### src/source/soc_pkg.sv
package soc_pkg;

  // master request, valid travels alongside
  typedef struct packed {
    logic [31:0] addr;
    logic [31:0] wdata;
    logic [3:0]  wstrb;  // zero for a read
  } bus_req_t;

  // value doubles as slave index
  typedef enum logic [1:0] {
    SEL_CLINT = 2'd0,
    SEL_PRINT = 2'd1,
    SEL_BRAM  = 2'd2
  } slave_sel_t;

  typedef struct packed {
    slave_sel_t  sel;
    logic [31:0] offset;  // address minus slave base
    logic [31:0] wdata;
    logic [3:0]  wstrb;
  } dec_req_t;

  typedef struct packed {
    logic [31:0] rdata;
    logic        ready;
  } bus_rsp_t;

  localparam int NUM_SLAVES = 3;

  // default memory map
  localparam logic [31:0] DEF_CLINT_BASE = 32'h0200_0000;
  localparam logic [31:0] DEF_CLINT_SIZE = 32'h0001_0000;
  localparam logic [31:0] DEF_PRINT_BASE = 32'h1000_0000;
  localparam logic [31:0] DEF_PRINT_SIZE = 32'h0000_1000;
  localparam logic [31:0] DEF_BRAM_BASE  = 32'h8000_0000;
  localparam logic [31:0] DEF_BRAM_SIZE  = 32'h0000_0400;

endpackage

### src/source/addr_decode.sv
module addr_decode
  import soc_pkg::*;
#(
  parameter logic [31:0] CLINT_BASE = DEF_CLINT_BASE,
  parameter logic [31:0] CLINT_SIZE = DEF_CLINT_SIZE,
  parameter logic [31:0] PRINT_BASE = DEF_PRINT_BASE,
  parameter logic [31:0] PRINT_SIZE = DEF_PRINT_SIZE,
  parameter logic [31:0] BRAM_BASE  = DEF_BRAM_BASE,
  parameter logic [31:0] BRAM_SIZE  = DEF_BRAM_SIZE
)
(
  input  logic     imem_valid_i,
  input  bus_req_t imem_req_i,
  input  logic     dmem_valid_i,
  input  bus_req_t dmem_req_i,
  output dec_req_t imem_dec_o,
  output dec_req_t dmem_dec_o
);

  // subtract first so a range at the top of the map cannot overflow
  function automatic logic in_range(logic [31:0] addr, logic [31:0] base, logic [31:0] size);
    return (addr >= base) && ((addr - base) < size);
  endfunction

  function automatic dec_req_t decode(logic valid, bus_req_t req);
    dec_req_t dec;
    dec = '{sel: SEL_BRAM, offset: '0, wdata: '0, wstrb: '0};
    if (valid) begin
      dec.wdata = req.wdata;
      dec.wstrb = req.wstrb;
      if (in_range(req.addr, CLINT_BASE, CLINT_SIZE)) begin
        dec.sel    = SEL_CLINT;
        dec.offset = req.addr - CLINT_BASE;
      end else if (in_range(req.addr, PRINT_BASE, PRINT_SIZE)) begin
        dec.sel    = SEL_PRINT;
        dec.offset = req.addr - PRINT_BASE;
      end else begin
        // ram range and unmapped addresses alike
        dec.sel    = SEL_BRAM;
        dec.offset = req.addr - BRAM_BASE;
      end
    end
    return dec;
  endfunction

  assign imem_dec_o = decode(imem_valid_i, imem_req_i);
  assign dmem_dec_o = decode(dmem_valid_i, dmem_req_i);

endmodule

### config.mk
export PLATFORM = sky130hd
export DESIGN_NAME = addr_decode
export DESIGN_NICKNAME = d
export VERILOG_FILES = /design/src/source/soc_pkg.sv /design/src/source/addr_decode.sv
export SDC_FILE = /design/constraint.sdc
export NUM_CORES = 1
export LEC_CHECK = 0
export ABC_AREA = 0
export BUFFER_PORTS_ARGS = -buffer_cell sky130_fd_sc_hd__buf_2
export CORE_AREA = 8 8 102 104
export DETAILED_ROUTE_END_ITERATION = 8
export DIE_AREA = 0 0 110 112
export PLACE_DENSITY = 0.54
export SETUP_SLACK_MARGIN = 0.05
export SYNTH_ARGS = -nofsm -noshare
export SYNTH_HDL_FRONTEND = slang
export SYNTH_SLANG_ARGS = --single-unit
### constraint.sdc
create_clock -name vclk -period 2.6
set_input_delay 0.26 -clock vclk [all_inputs]
set_output_delay 0.26 -clock vclk [all_outputs]
set_load 0.01 [all_outputs]
* Word level (Yosys, flattened, before mapping) *
Index checks and enable logic that the tools add are counted.
W data, S select, Z words.

word-level totals
  flip-flop bits (word level) = 0
  bits of input ports = 138

cells by class
  $add $sub $neg = 6
  order comparisons = 8
  multiplexer cells = 6
  reductions and logical operators = 4

operators with widths
  operator                  number
  $mux W70                  2
  $mux W34                  4
  $ge A32 B26 Y1 const B    2
  $ge A32 B29 Y1 const B    2
  $lt A32 B13 Y1 const B    2
  $lt A32 B17 Y1 const B    2
  $sub A32 B26 Y32 const B  2
  $sub A32 B29 Y32 const B  2
  $sub A32 B32 Y32 const B  2
  $logic_and A1 B1 Y1       4

* Longest topological paths before layout *
Gate-level depths: netlist of run 1.

  depth after elaboration = 6
  depth in mapped cells = 7
  mapped depth without buffers = 7

* Worst setup path after synthesis of run 1 *
Ideal clock, no wire load.

  path kind = input to output
  start = in imem_req_i[61] (netlist name)
  end = out imem_dec_o[67] (netlist name)
  data arrival time = 1,404 ps
  required time = 2,340 ps
  setup slack = 936 ps
  stages on the path = 7
  buffers on the path = 0
  path through = inv_1 -> ha_1 -> and3b_1 -> o221ai_1 -> a311oi_1 -> nand2b_4 -> nor3_1

RTL lines
  item         RTL line           text
  from (decl)  addr_decode.sv:13  input bus_req_t imem_req_i,
  to (decl)    addr_decode.sv:16  output dec_req_t imem_dec_o,

==> key figures, run 1 <==
Global routing
  • Number of global-route vias before repair: around 2400
  • Maximum number of pins on one net before global-route repair: 57
  • Initial antenna violation count: 0
  • Global route total overflow: 0
  • Global-route usage over all layers: between 10% and 20%
  • First-pass GRT wire length: 14000 µm

Timing
  • Max-slew violations: 0
  • Final setup violation count: 0
  • Worst Hold Margin: 0.804 ns
  • Relative slew slack: 64.6%
  • Worst setup slack after layout: roughly 0.53 ns
  • F_max: between 400 and 500 MHz
  • Final worst path period share: between 70 and 80%
  • Pin slew with the least headroom to its limit: 0.531 ns
  • Final-layout setup total negative slack: 0 ns
  • Time the final worst path needs with I/O delays and setup: 2.07 ns
  • Final hold vios: 0
  • Setup repair after global routing missed its margin: false

Layout
  • Count of sequential standard cells: 0
  • Most frequent standard cell in the layout excluding fill and tap cells: sky130_fd_sc_hd__buf_2
  • Post-Route Utilization: about 33%
  • Commonest non-fill, non-tap cells in the layout: sky130_fd_sc_hd__buf_2 (278), sky130_fd_sc_hd__and2_1 (124), sky130_fd_sc_hd__inv_1 (13)
  • Non-Filler Instances: 607
  • Layout cell share with drive strength beyond 1: between 50% and 60%
  • Seq. cell area: 0 µm²
  • Clock buffer count: 0
  • Synthesis-to-layout area growth: 104%
  • Number of nets at the end of the flow: 643

Critical path
  • Library cell appearing most often on the critical path: sky130_fd_sc_hd__buf_2
  • Top fanout value on the critical path: 7
  • Number of buffers and inverters on the critical path: 3
  • Arrival time at the worst endpoint: ~1.8 ns
  • Class of the most critical setup path: in -> out
  • Cell with the largest stage delay on the worst path: sky130_fd_sc_hd__ha_1
  • Worst path max stage delay: ~0.24 ns
  • CP cell instances: buf_2 > inv_1 > ha_1 > xnor2_1 > nand4_1 > o22ai_4 > mux2i_1 > a311oi_2 > buf_2
  • Kind of cell adding the most delay to the critical path: buffers and inverters
  • Worst EP required: 2.34 ns
  • Crit path capture type: output pin
  • Startpoint class of the critical path: input pin

Floorplanning
  • Starting density of the core: about 16%
  • Core Region: between 8000 and 9000 µm²
  • Total I/O pin count: approximately 280
  • Die Span X: 110 µm
  • Die Y-Extent: about 110 µm
  • Total die area: about 12000 µm²
  • # rows: 35

Detailed routing
  • Mean number of vias per cell: roughly 4.1
  • Number of routed nets with antenna violations: 0
  • Pre-antenna DRT Iters: 4
  • DRC: 0
  • Routed wire per std cell: 15.5 µm
  • Drt initial violations: 88
  • Total wire length: 9390 µm
  • Routed vias: ~2500

Synth
  • Synth Area per Inst: roughly 6.3 µm²
  • Net count after synthesis: 374
  • Sequential area share after synthesis: 0%
  • Count of unique library cells instantiated by Yosys: 33
  • Cell accounting for the most synthesized area: sky130_fd_sc_hd__and2_1
  • Mapped Cells: ~230
  • Yosys top cell area share: a little over half
  • Top post-synthesis cells by area: sky130_fd_sc_hd__and2_1 (54%), sky130_fd_sc_hd__ha_1 (6.9%), sky130_fd_sc_hd__clkbuf_1 (3.6%), sky130_fd_sc_hd__inv_1 (3.4%), sky130_fd_sc_hd__nor2_1 (2.9%)
  • Synth Cell Area: approximately 1400 µm²
  • Yosys warning count: 0

Clocking
  • Total of cells resized after clock tree synthesis: 0
  • Total setup buffers inserted after CTS: 0
  • Hold Buf Count CTS: 0

Pwr
  • Peak supply drop: between 0.07 and 0.08 mV
  • Pwr per Cell Area: roughly 150 nW/µm²
  • Leakage power summed over all cells: between 1.5 and 2 nW

Placed design
  • IO buf count: roughly 280
  • Final estimated routing congestion in global placement: roughly 0.85
  • Worst-case setup slack after placement: 0.556 ns
  • HPWL reported at the end of detailed placement: 8620 µm
  • Cell total after placement: approximately 600

Flow run
  • Total of max-cap violations: 0

Min path
  • Type of the worst min-delay path: in -> out

Run status
  • Status: finished, final reports clean
worst paths after layout:
path,slack [ns],from,cells after the start,to
max,0.53,dmem_req_i[64],9,dmem_dec_o[64]
min,0.80,imem_req_i[46],3,imem_dec_o[46]
synth_stat cells, drive strengths merged:
cell and count:
a211oi 4, o22ai 1, nor4b 1, and2 124
o21ai 6, nor2 11, nor3 6, nand3 7
and3b 2, xnor2 4, inv 13, nand2 4
a21o 1, mux2i 1, nor3b 1, o221ai 1
a31o 1, and3 3, nand2b 1, nor4 4
a311oi 2, nand4 2, or3 1, o21a 1
a211o 1, a21oi 3, ha 8, clkbuf 14
per-layer routing:
layer | up-vias | global-route usage (%) | routed length (µm)
met1 | 1115 | 15.8 | 3470
met2 | 70 | 27.5 | 5420
met4 | 0 | 0.360 | 27
met3 | 2 | 0.982 | 469
li1 | 1274 | - | -
met5 | - | 0 | 0
final cells by class:
cell class | count | area [µm²]
antenna | 1 | 2.50
tap | 111 | 139
timing repair buffer | 281 | 1410
fill | 1007 | 5940
inverter | 13 | 48.8
multi-input combinational | 201 | 1350
worst min-delay path, stage by stage:
cell                     delay (ns)
sky130_fd_sc_hd__buf_2         0.07
sky130_fd_sc_hd__and2_1        0.10
sky130_fd_sc_hd__buf_2         0.12
report_power, final:
group          leakage (nW)  switching [W]     internal (W)        total (W)
logic                  1.81       0.000227         0.000224         0.000451
clock network    0.00000634              0  0.0000000000516  0.0000000000516
registers                 0              0                0                0
total                  1.81       0.000227         0.000224         0.000451
through the flow:
step,cell area (µm²),power (W)
after floorplan,1450,0.000205
after global placement,2950,0.000454
after detailed placement,2950,0.000456
after CTS,2950,0.000458
after global routing,2950,0.000494
final,2950,0.000451
kinds of logic (layout without fill, tap and decap cells):
| kind of cell | count (synthesis) | in the layout | synth area share [%] |
|---|---|---|---|
| xor gates and xnor gates | 4 | 4 | 2.42 |
| AOI/OAI and AO/OA | 21 | 21 | 11.8 |
| and+or+nand+nor | 167 | 167 | 71.2 |
| other | 0 | 1 | 0 |
| buffers and inverters | 27 | 294 | 7.00 |
| muxes | 1 | 1 | 0.691 |
| adders and majority gates | 8 | 8 | 6.91 |
(Power assumes the default switching activity.)
==> run 2, diff against run 1 <==
Settings changed: ABC_AREA 0 to 1, PLACE_DENSITY 0.54 to 0.59.
Clock period 2.6 ns to 2.1 ns, I/O delays scaled along.
==> key figures, run 2 <==
Run status
  • Status: finished, final reports clean

Critical path
  • Crit path capture type: output pin
  • Startpoint class of the critical path: input pin
  • Class of the most critical setup path: in -> out
  • CP cell instances: buf_2 > inv_1 > ha_1 > inv_1 > nand2_1 > nand2_1 > nand3_2 > nor2_4 > nand2_2 > nand2_1 > nand2_1 > nor2_2 > buf_2
  • Worst EP required: 1.89 ns (-0.45 ns)
  • Library cell appearing most often on the critical path: sky130_fd_sc_hd__nand2_1
  • Arrival time at the worst endpoint: 1.55 ns (-0.26 ns)
  • Top fanout value on the critical path: 6 (-1)
  • Worst path max stage delay: 0.24 ns (about the same)
  • Cell with the largest stage delay on the worst path: sky130_fd_sc_hd__ha_1

Pwr
  • Part of the total power dissipated in combinational logic: 100.0% (about the same)
  • Sw frac: 55.7% (+5.4 points)
  • Peak supply drop: 0.0914 mV (+21%)
  • Relative contribution of sequential cells to total power: 0% (unchanged)
  • Pwr per Cell Area: 181 nW/µm² (+19%)
  • Leakage power summed over all cells: 2.90 nW (+60%)
  • Internal: 0.000263 W (+18%)
  • Sw Pwr: 0.000332 W (+46%)
  • Part of the total power dissipated in the clock network: 0% (unchanged)

Synth
  • Net count after synthesis: 565 (+51%)
  • Synth Area per Inst: 4.26 µm² (-33%)
  • Cell with the most instances after synthesis: sky130_fd_sc_hd__nand2_1
  • Adder-Cell Fraction of Synth Area: 5.61% (-1.3 points)
  • Area share of and/or/nand/nor cells after synthesis: 55.5% (-16 points)
  • Share of the synthesized area in compound gates (AO/OA/AOI/OAI): 2.95% (-8.8 points)
  • Count of unique library cells instantiated by Yosys: 21 (-36%)
  • Yosys warning count: 0 (unchanged)
  • Combinational family with the most area after synthesis: simple AND/OR/NAND/NOR gates
  • Sequential area share after synthesis: 0% (unchanged)
  • Synth Cell Area: 1780 µm² (+23%)
  • List of most frequent post-synthesis cells: sky130_fd_sc_hd__nand2_1 (165), sky130_fd_sc_hd__inv_1 (142), sky130_fd_sc_hd__nor2_1 (35)
  • Multiplexer share of the synthesized area: 0% (-0.69 points)
  • Top post-synthesis cells by area: sky130_fd_sc_hd__nand2_1 (35%), sky130_fd_sc_hd__inv_1 (30%), sky130_fd_sc_hd__nor2_1 (7.4%), sky130_fd_sc_hd__ha_1 (5.6%), sky130_fd_sc_hd__nand3_1 (4.5%)
  • Yosys top cell area share: 34.7% (-19 points)
  • Mapped Cells: 419 (+84%)
  • Xor/xnor cell area share of the yosys netlist: 0.982% (-1.4 points)
  • Cell accounting for the most synthesized area: sky130_fd_sc_hd__nand2_1

Detailed routing
  • Pre-antenna DRT Iters: 5 (+1)
  • Routed vias: 2955 (+20%)
  • Total wire length: 9170 µm (-2.3%)
  • DRC: 0 (unchanged)
  • Number of routed nets with antenna violations: 0 (unchanged)
  • Mean number of vias per cell: 3.71 (-8.4%)
  • Drt initial violations: 121 (+38%)
  • Routed wire per std cell: 11.5 µm (-26%)

Timing
  • Final setup violation count: 0 (unchanged)
  • Final-layout setup total negative slack: 0 ns (unchanged)
  • Max-slew violations: 0 (unchanged)
  • F_max: around 570 MHz
  • Relative slew slack: 78.6% (+14 points)
  • Time the final worst path needs with I/O delays and setup: 1.76 ns
  • Pin slew with the least headroom to its limit: 0.321 ns (-0.210 ns)
  • Final worst path period share: a little over four fifths
  • Setup repair after global routing missed its margin: false
  • Worst Hold Margin: 0.681 ns (-0.123 ns)
  • Final hold vios: 0 (unchanged)

Layout
  • Clock buffer count: 0 (unchanged)
  • Layout cell share with drive strength beyond 1: 45.0% (-14 points)
  • Commonest non-fill, non-tap cells in the layout: sky130_fd_sc_hd__buf_2 (278), sky130_fd_sc_hd__nand2_1 (165), sky130_fd_sc_hd__inv_1 (142)
  • Most frequent standard cell in the layout excluding fill and tap cells: sky130_fd_sc_hd__buf_2
  • Synthesis-to-layout area growth: 83.9%
  • Area of the multi-input gates: 1160 µm² (-14%)
  • Count of sequential standard cells: 0 (unchanged)
  • Seq. cell area: 0 µm² (unchanged)
  • Antenna diode count: 0 (-1)
  • Count of filler cells inserted in the layout: 1029 (+2.2%)
  • Number of nets at the end of the flow: 833 (+30%)

Floorplanning
  • Total I/O pin count: 278 (unchanged)
  • # rows: 35 (unchanged)
  • Die Y-Extent: 112 µm (unchanged)
  • Core Region: 8890 µm² (unchanged)
  • Die Span X: 110 µm (unchanged)
  • Total die area: 12300 µm² (unchanged)
  • Starting density of the core: 20.1% (+3.8 points)

Placed design
  • IO buf count: 278 (unchanged)
  • HPWL reported at the end of detailed placement: 8210 µm (-4.8%)
  • Final estimated routing congestion in global placement: 0.857 (+0.35%)

Clocking
  • Total setup buffers inserted after CTS: 0 (unchanged)
  • Hold Buf Count CTS: 0 (unchanged)
  • Total of cells resized after clock tree synthesis: 0 (unchanged)

Global routing
  • Global-route usage over all layers: 13.4% (-0.37 points)
  • Initial antenna violation count: 0 (unchanged)
  • Maximum number of pins on one net before global-route repair: 69 (+21%)
  • Number of global-route vias before repair: 2676 (+9.3%)
  • Global route total overflow: 0 (unchanged)
  • First-pass GRT wire length: 13800 µm (-1.2%)

Flow run
  • Total of max-cap violations: 0 (unchanged)

Min path
  • Type of the worst min-delay path: in -> out
[run 2: changes by cell type in the layout (fill, tap and decap cells not counted), moves of 6 or more]
cell / previous run / this run
sky130_fd_sc_hd__nand3_1: 7 / 16
sky130_fd_sc_hd__and2_1: 124 / 0
sky130_fd_sc_hd__nand2_2: 1 / 10
sky130_fd_sc_hd__nor2_1: 11 / 35
sky130_fd_sc_hd__inv_2: 0 / 6
sky130_fd_sc_hd__inv_1: 13 / 142
sky130_fd_sc_hd__nand2_1: 3 / 165
[run 2: routing by layer]
layer / global-route usage (%) / routed length (µm) / vias to the layer above
met4: 0.270 / 14 / 0
met1: 16.1 / 3670 / 1201
met5: 0 / 0 / -
met3: 2.37 / 600 / 2
li1: - / - / 1666
met2: 24.9 / 4880 / 86
[run 2: power groups by stage]
| stage | logic [W] | registers [W] | clock network, W |
|---|---|---|---|
| after global placement | 0.000602 | 0 | 0 |
| after floorplan | 0.000291 | 0 | 0 |
| after detailed placement | 0.000601 | 0 | 0 |
| final | 0.000595 | 0 | 0 |
| after global routing | 0.000667 | 0 | 0 |
| after CTS | 0.000604 | 0 | 0 |
[run 2: through the flow]
step / instance area, µm² / util, % / power (W) / worst slack (ns) / cells
after CTS: 3280 / 36.9 / 0.000604 / 0.339 / 796
after global routing: 3280 / 36.9 / 0.000667 / 0.135 / 796
after global placement: 3280 / 36.9 / 0.000602 / 0.374 / 796
final: 3280 / 36.9 / 0.000595 / 0.336 / 796
after floorplan: 1780 / - / 0.000291 / 0.696 / 419
after detailed placement: 3280 / 36.9 / 0.000601 / 0.336 / 796
[run 2: area by class of cell]
cell class | instances | area share, %
Inverter | 148 | 16.9
Tap cell | 111 | 4.23
Timing Repair Buffer | 281 | 43.5
Multi-Input combinational cell | 256 | 35.4
[run 2: path summary, 6_finish.rpt]
path / from / to / slack (ns) / depth (start not counted)
worst max-delay path: imem_req_i[64] / imem_dec_o[65] / 0.34 / 13
worst min-delay path: dmem_req_i[47] / dmem_dec_o[47] / 0.68 / 4
[run 2: critical path: cells and delay by family]
kind,cells,cell delay [ns]
buf+inv,4,0.47
fa+ha+maj,1,0.24
simple gates,8,0.64
[run 2: cell families after synthesis]
group,Yosys count
buf+inv,163
fa+ha+maj,8
xor+xnor,2
compound gates,9
simple gates,237
==> run 3, diff against run 2 <==
Clock period 2.1 ns to 1.69 ns, I/O delays scaled along.
==> key figures, run 3 (synthesized netlist as in run 2, its figures left out) <==
Floorplanning
  • Total die area: 12300 µm² (unchanged)
  • Core Region: 8890 µm² (unchanged)
  • Starting density of the core: 20.1% (unchanged)
  • # rows: 35 (unchanged)
  • Total I/O pin count: 278 (unchanged)
  • Die Span X: 110 µm (unchanged)
  • Die Y-Extent: 112 µm (unchanged)

Critical path
  • Number of buffers and inverters on the critical path: 4 (unchanged)
  • Cell with the largest stage delay on the worst path: sky130_fd_sc_hd__ha_2
  • Worst EP required: 1.52 ns (-0.37 ns)
  • Top fanout value on the critical path: 5 (-1)
  • Kind of cell adding the most delay to the critical path: simple AND/OR/NAND/NOR gates
  • Worst path max stage delay: 0.18 ns (-0.06 ns)
  • CP cell instances: clkbuf_4 > inv_1 > ha_2 > inv_2 > o21ai_0 > nand2_1 > nor2_1 > nand2_2 > nand2_2 > nor2_1 > buf_2
  • Class of the most critical setup path: in -> out
  • Startpoint class of the critical path: input pin
  • Crit path capture type: output pin
  • Arrival time at the worst endpoint: 1.36 ns (-0.19 ns)

Detailed routing
  • Pre-antenna DRT Iters: 4 (-1)
  • Total wire length: 9320 µm (+1.6%)
  • Routed wire per std cell: 11.6 µm (+1.0%)
  • Routed vias: 2986 (+1.0%)
  • Drt initial violations: 126 (+4.1%)
  • Mean number of vias per cell: 3.73 (+0.42%)
  • Number of routed nets with antenna violations: 0 (unchanged)
  • DRC: 0 (unchanged)

Timing
  • F_max: 653 MHz
  • Final worst path period share: between 90% and 100%
  • Final setup violation count: 0 (unchanged)
  • Pin slew with the least headroom to its limit: 0.333 ns (+0.0115 ns)
  • Worst Hold Margin: 0.601 ns (-0.0797 ns)
  • Time the final worst path needs with I/O delays and setup: 1.53 ns
  • Max-slew violations: 0 (unchanged)
  • Final-layout setup total negative slack: 0 ns (unchanged)
  • Setup repair after global routing missed its margin: true
  • Final hold vios: 0 (unchanged)
  • Relative slew slack: 77.8% (-0.77 points)

Min path
  • Type of the worst min-delay path: in -> out

Global routing
  • Global route total overflow: 0 (unchanged)
  • Global-route usage over all layers: 13.4% (about the same)
  • Maximum number of pins on one net before global-route repair: 34 (-51%)
  • Number of global-route vias before repair: 2655 (-0.78%)
  • First-pass GRT wire length: 13800 µm (unchanged)
  • Initial antenna violation count: 0 (unchanged)

Layout
  • Antenna diode count: 0 (unchanged)
  • Layout cell share with drive strength beyond 1: 46.8% (+1.8 points)
  • Clock buffer count: 0 (unchanged)
  • Count of sequential standard cells: 0 (unchanged)
  • Synthesis-to-layout area growth: 90.7%
  • Most frequent standard cell in the layout excluding fill and tap cells: sky130_fd_sc_hd__buf_2
  • Commonest non-fill, non-tap cells in the layout: sky130_fd_sc_hd__buf_2 (276), sky130_fd_sc_hd__nand2_1 (165), sky130_fd_sc_hd__inv_1 (139)
  • Seq. cell area: 0 µm² (unchanged)
  • Number of nets at the end of the flow: 838 (+0.60%)

Placed design
  • Final estimated routing congestion in global placement: 0.828 (-3.4%)
  • HPWL reported at the end of detailed placement: 8430 µm (+2.7%)
  • IO buf count: 278 (unchanged)

Clocking
  • Hold Buf Count CTS: 0 (unchanged)

Pwr
  • Pwr per Cell Area: 228 nW/µm² (+25%)
  • Leakage power summed over all cells: 2.93 nW (+1.2%)
  • Peak supply drop: 0.113 mV (+24%)

Flow run
  • Total of max-cap violations: 0 (unchanged)

Run status
  • Status: finished, final reports clean
run 3: worst paths after layout:
check,from,end,slack (ns),depth (start not counted)
worst max-delay path,imem_req_i[64],imem_dec_o[61],0.16,11
worst min-delay path,imem_req_i[44],imem_dec_o[44],0.60,4
run 3: layout make-up:
type | instances | area, µm²
Timing Repair Buffer | 286 | 1490
Multi-Input combinational cell | 256 | 1210
Inverter | 148 | 563
Fill cell | 1053 | 5490
Tap cell | 111 | 139
run 3: worst min-delay path: cells and delay by family:
family	cells	cell delay, ns
buffers and inverters	3	0.22
and+or+nand+nor	1	0.04
run 3: repair_timing:
action,in CTS,in global routing
resized for setup,0,18
buffers inserted,0,1
endpoints found under the setup margin,0,15
run 3: metrics by stage:
| stage | util (%) | total power, W | cell area [µm²] | cells | setup WS, ns |
|---|---|---|---|---|---|
| global placement | 37.5 | 0.000767 | 3340 | 800 | 0.108 |
| global route | 38.3 | 0.000866 | 3400 | 801 | 0.0256 |
| finish | 38.3 | 0.000775 | 3400 | 801 | 0.159 |
| detailed placement | 37.5 | 0.000766 | 3340 | 800 | 0.101 |
| CTS | 37.5 | 0.000769 | 3340 | 800 | 0.0887 |
| floorplan | - | 0.000362 | 1780 | 419 | 0.368 |
run 3: per-layer routing:
metal | GRT usage, % | vias up | routed length [µm]
met5 | 0 | - | 0
met4 | 0.631 | 0 | 44
met3 | 2.66 | 4 | 647
met2 | 25.2 | 93 | 5040
met1 | 15.6 | 1212 | 3590
li1 | - | 1677 | -
run 3: power by group:
group | internal, W | total, W | leakage, nW | switching, W
registers | 0 | 0 | 0 | 0
logic | 0.000350 | 0.000775 | 2.93 | 0.000424
clock network | 0 | 0 | 0 | 0
total | 0.000350 | 0.000775 | 2.93 | 0.000424
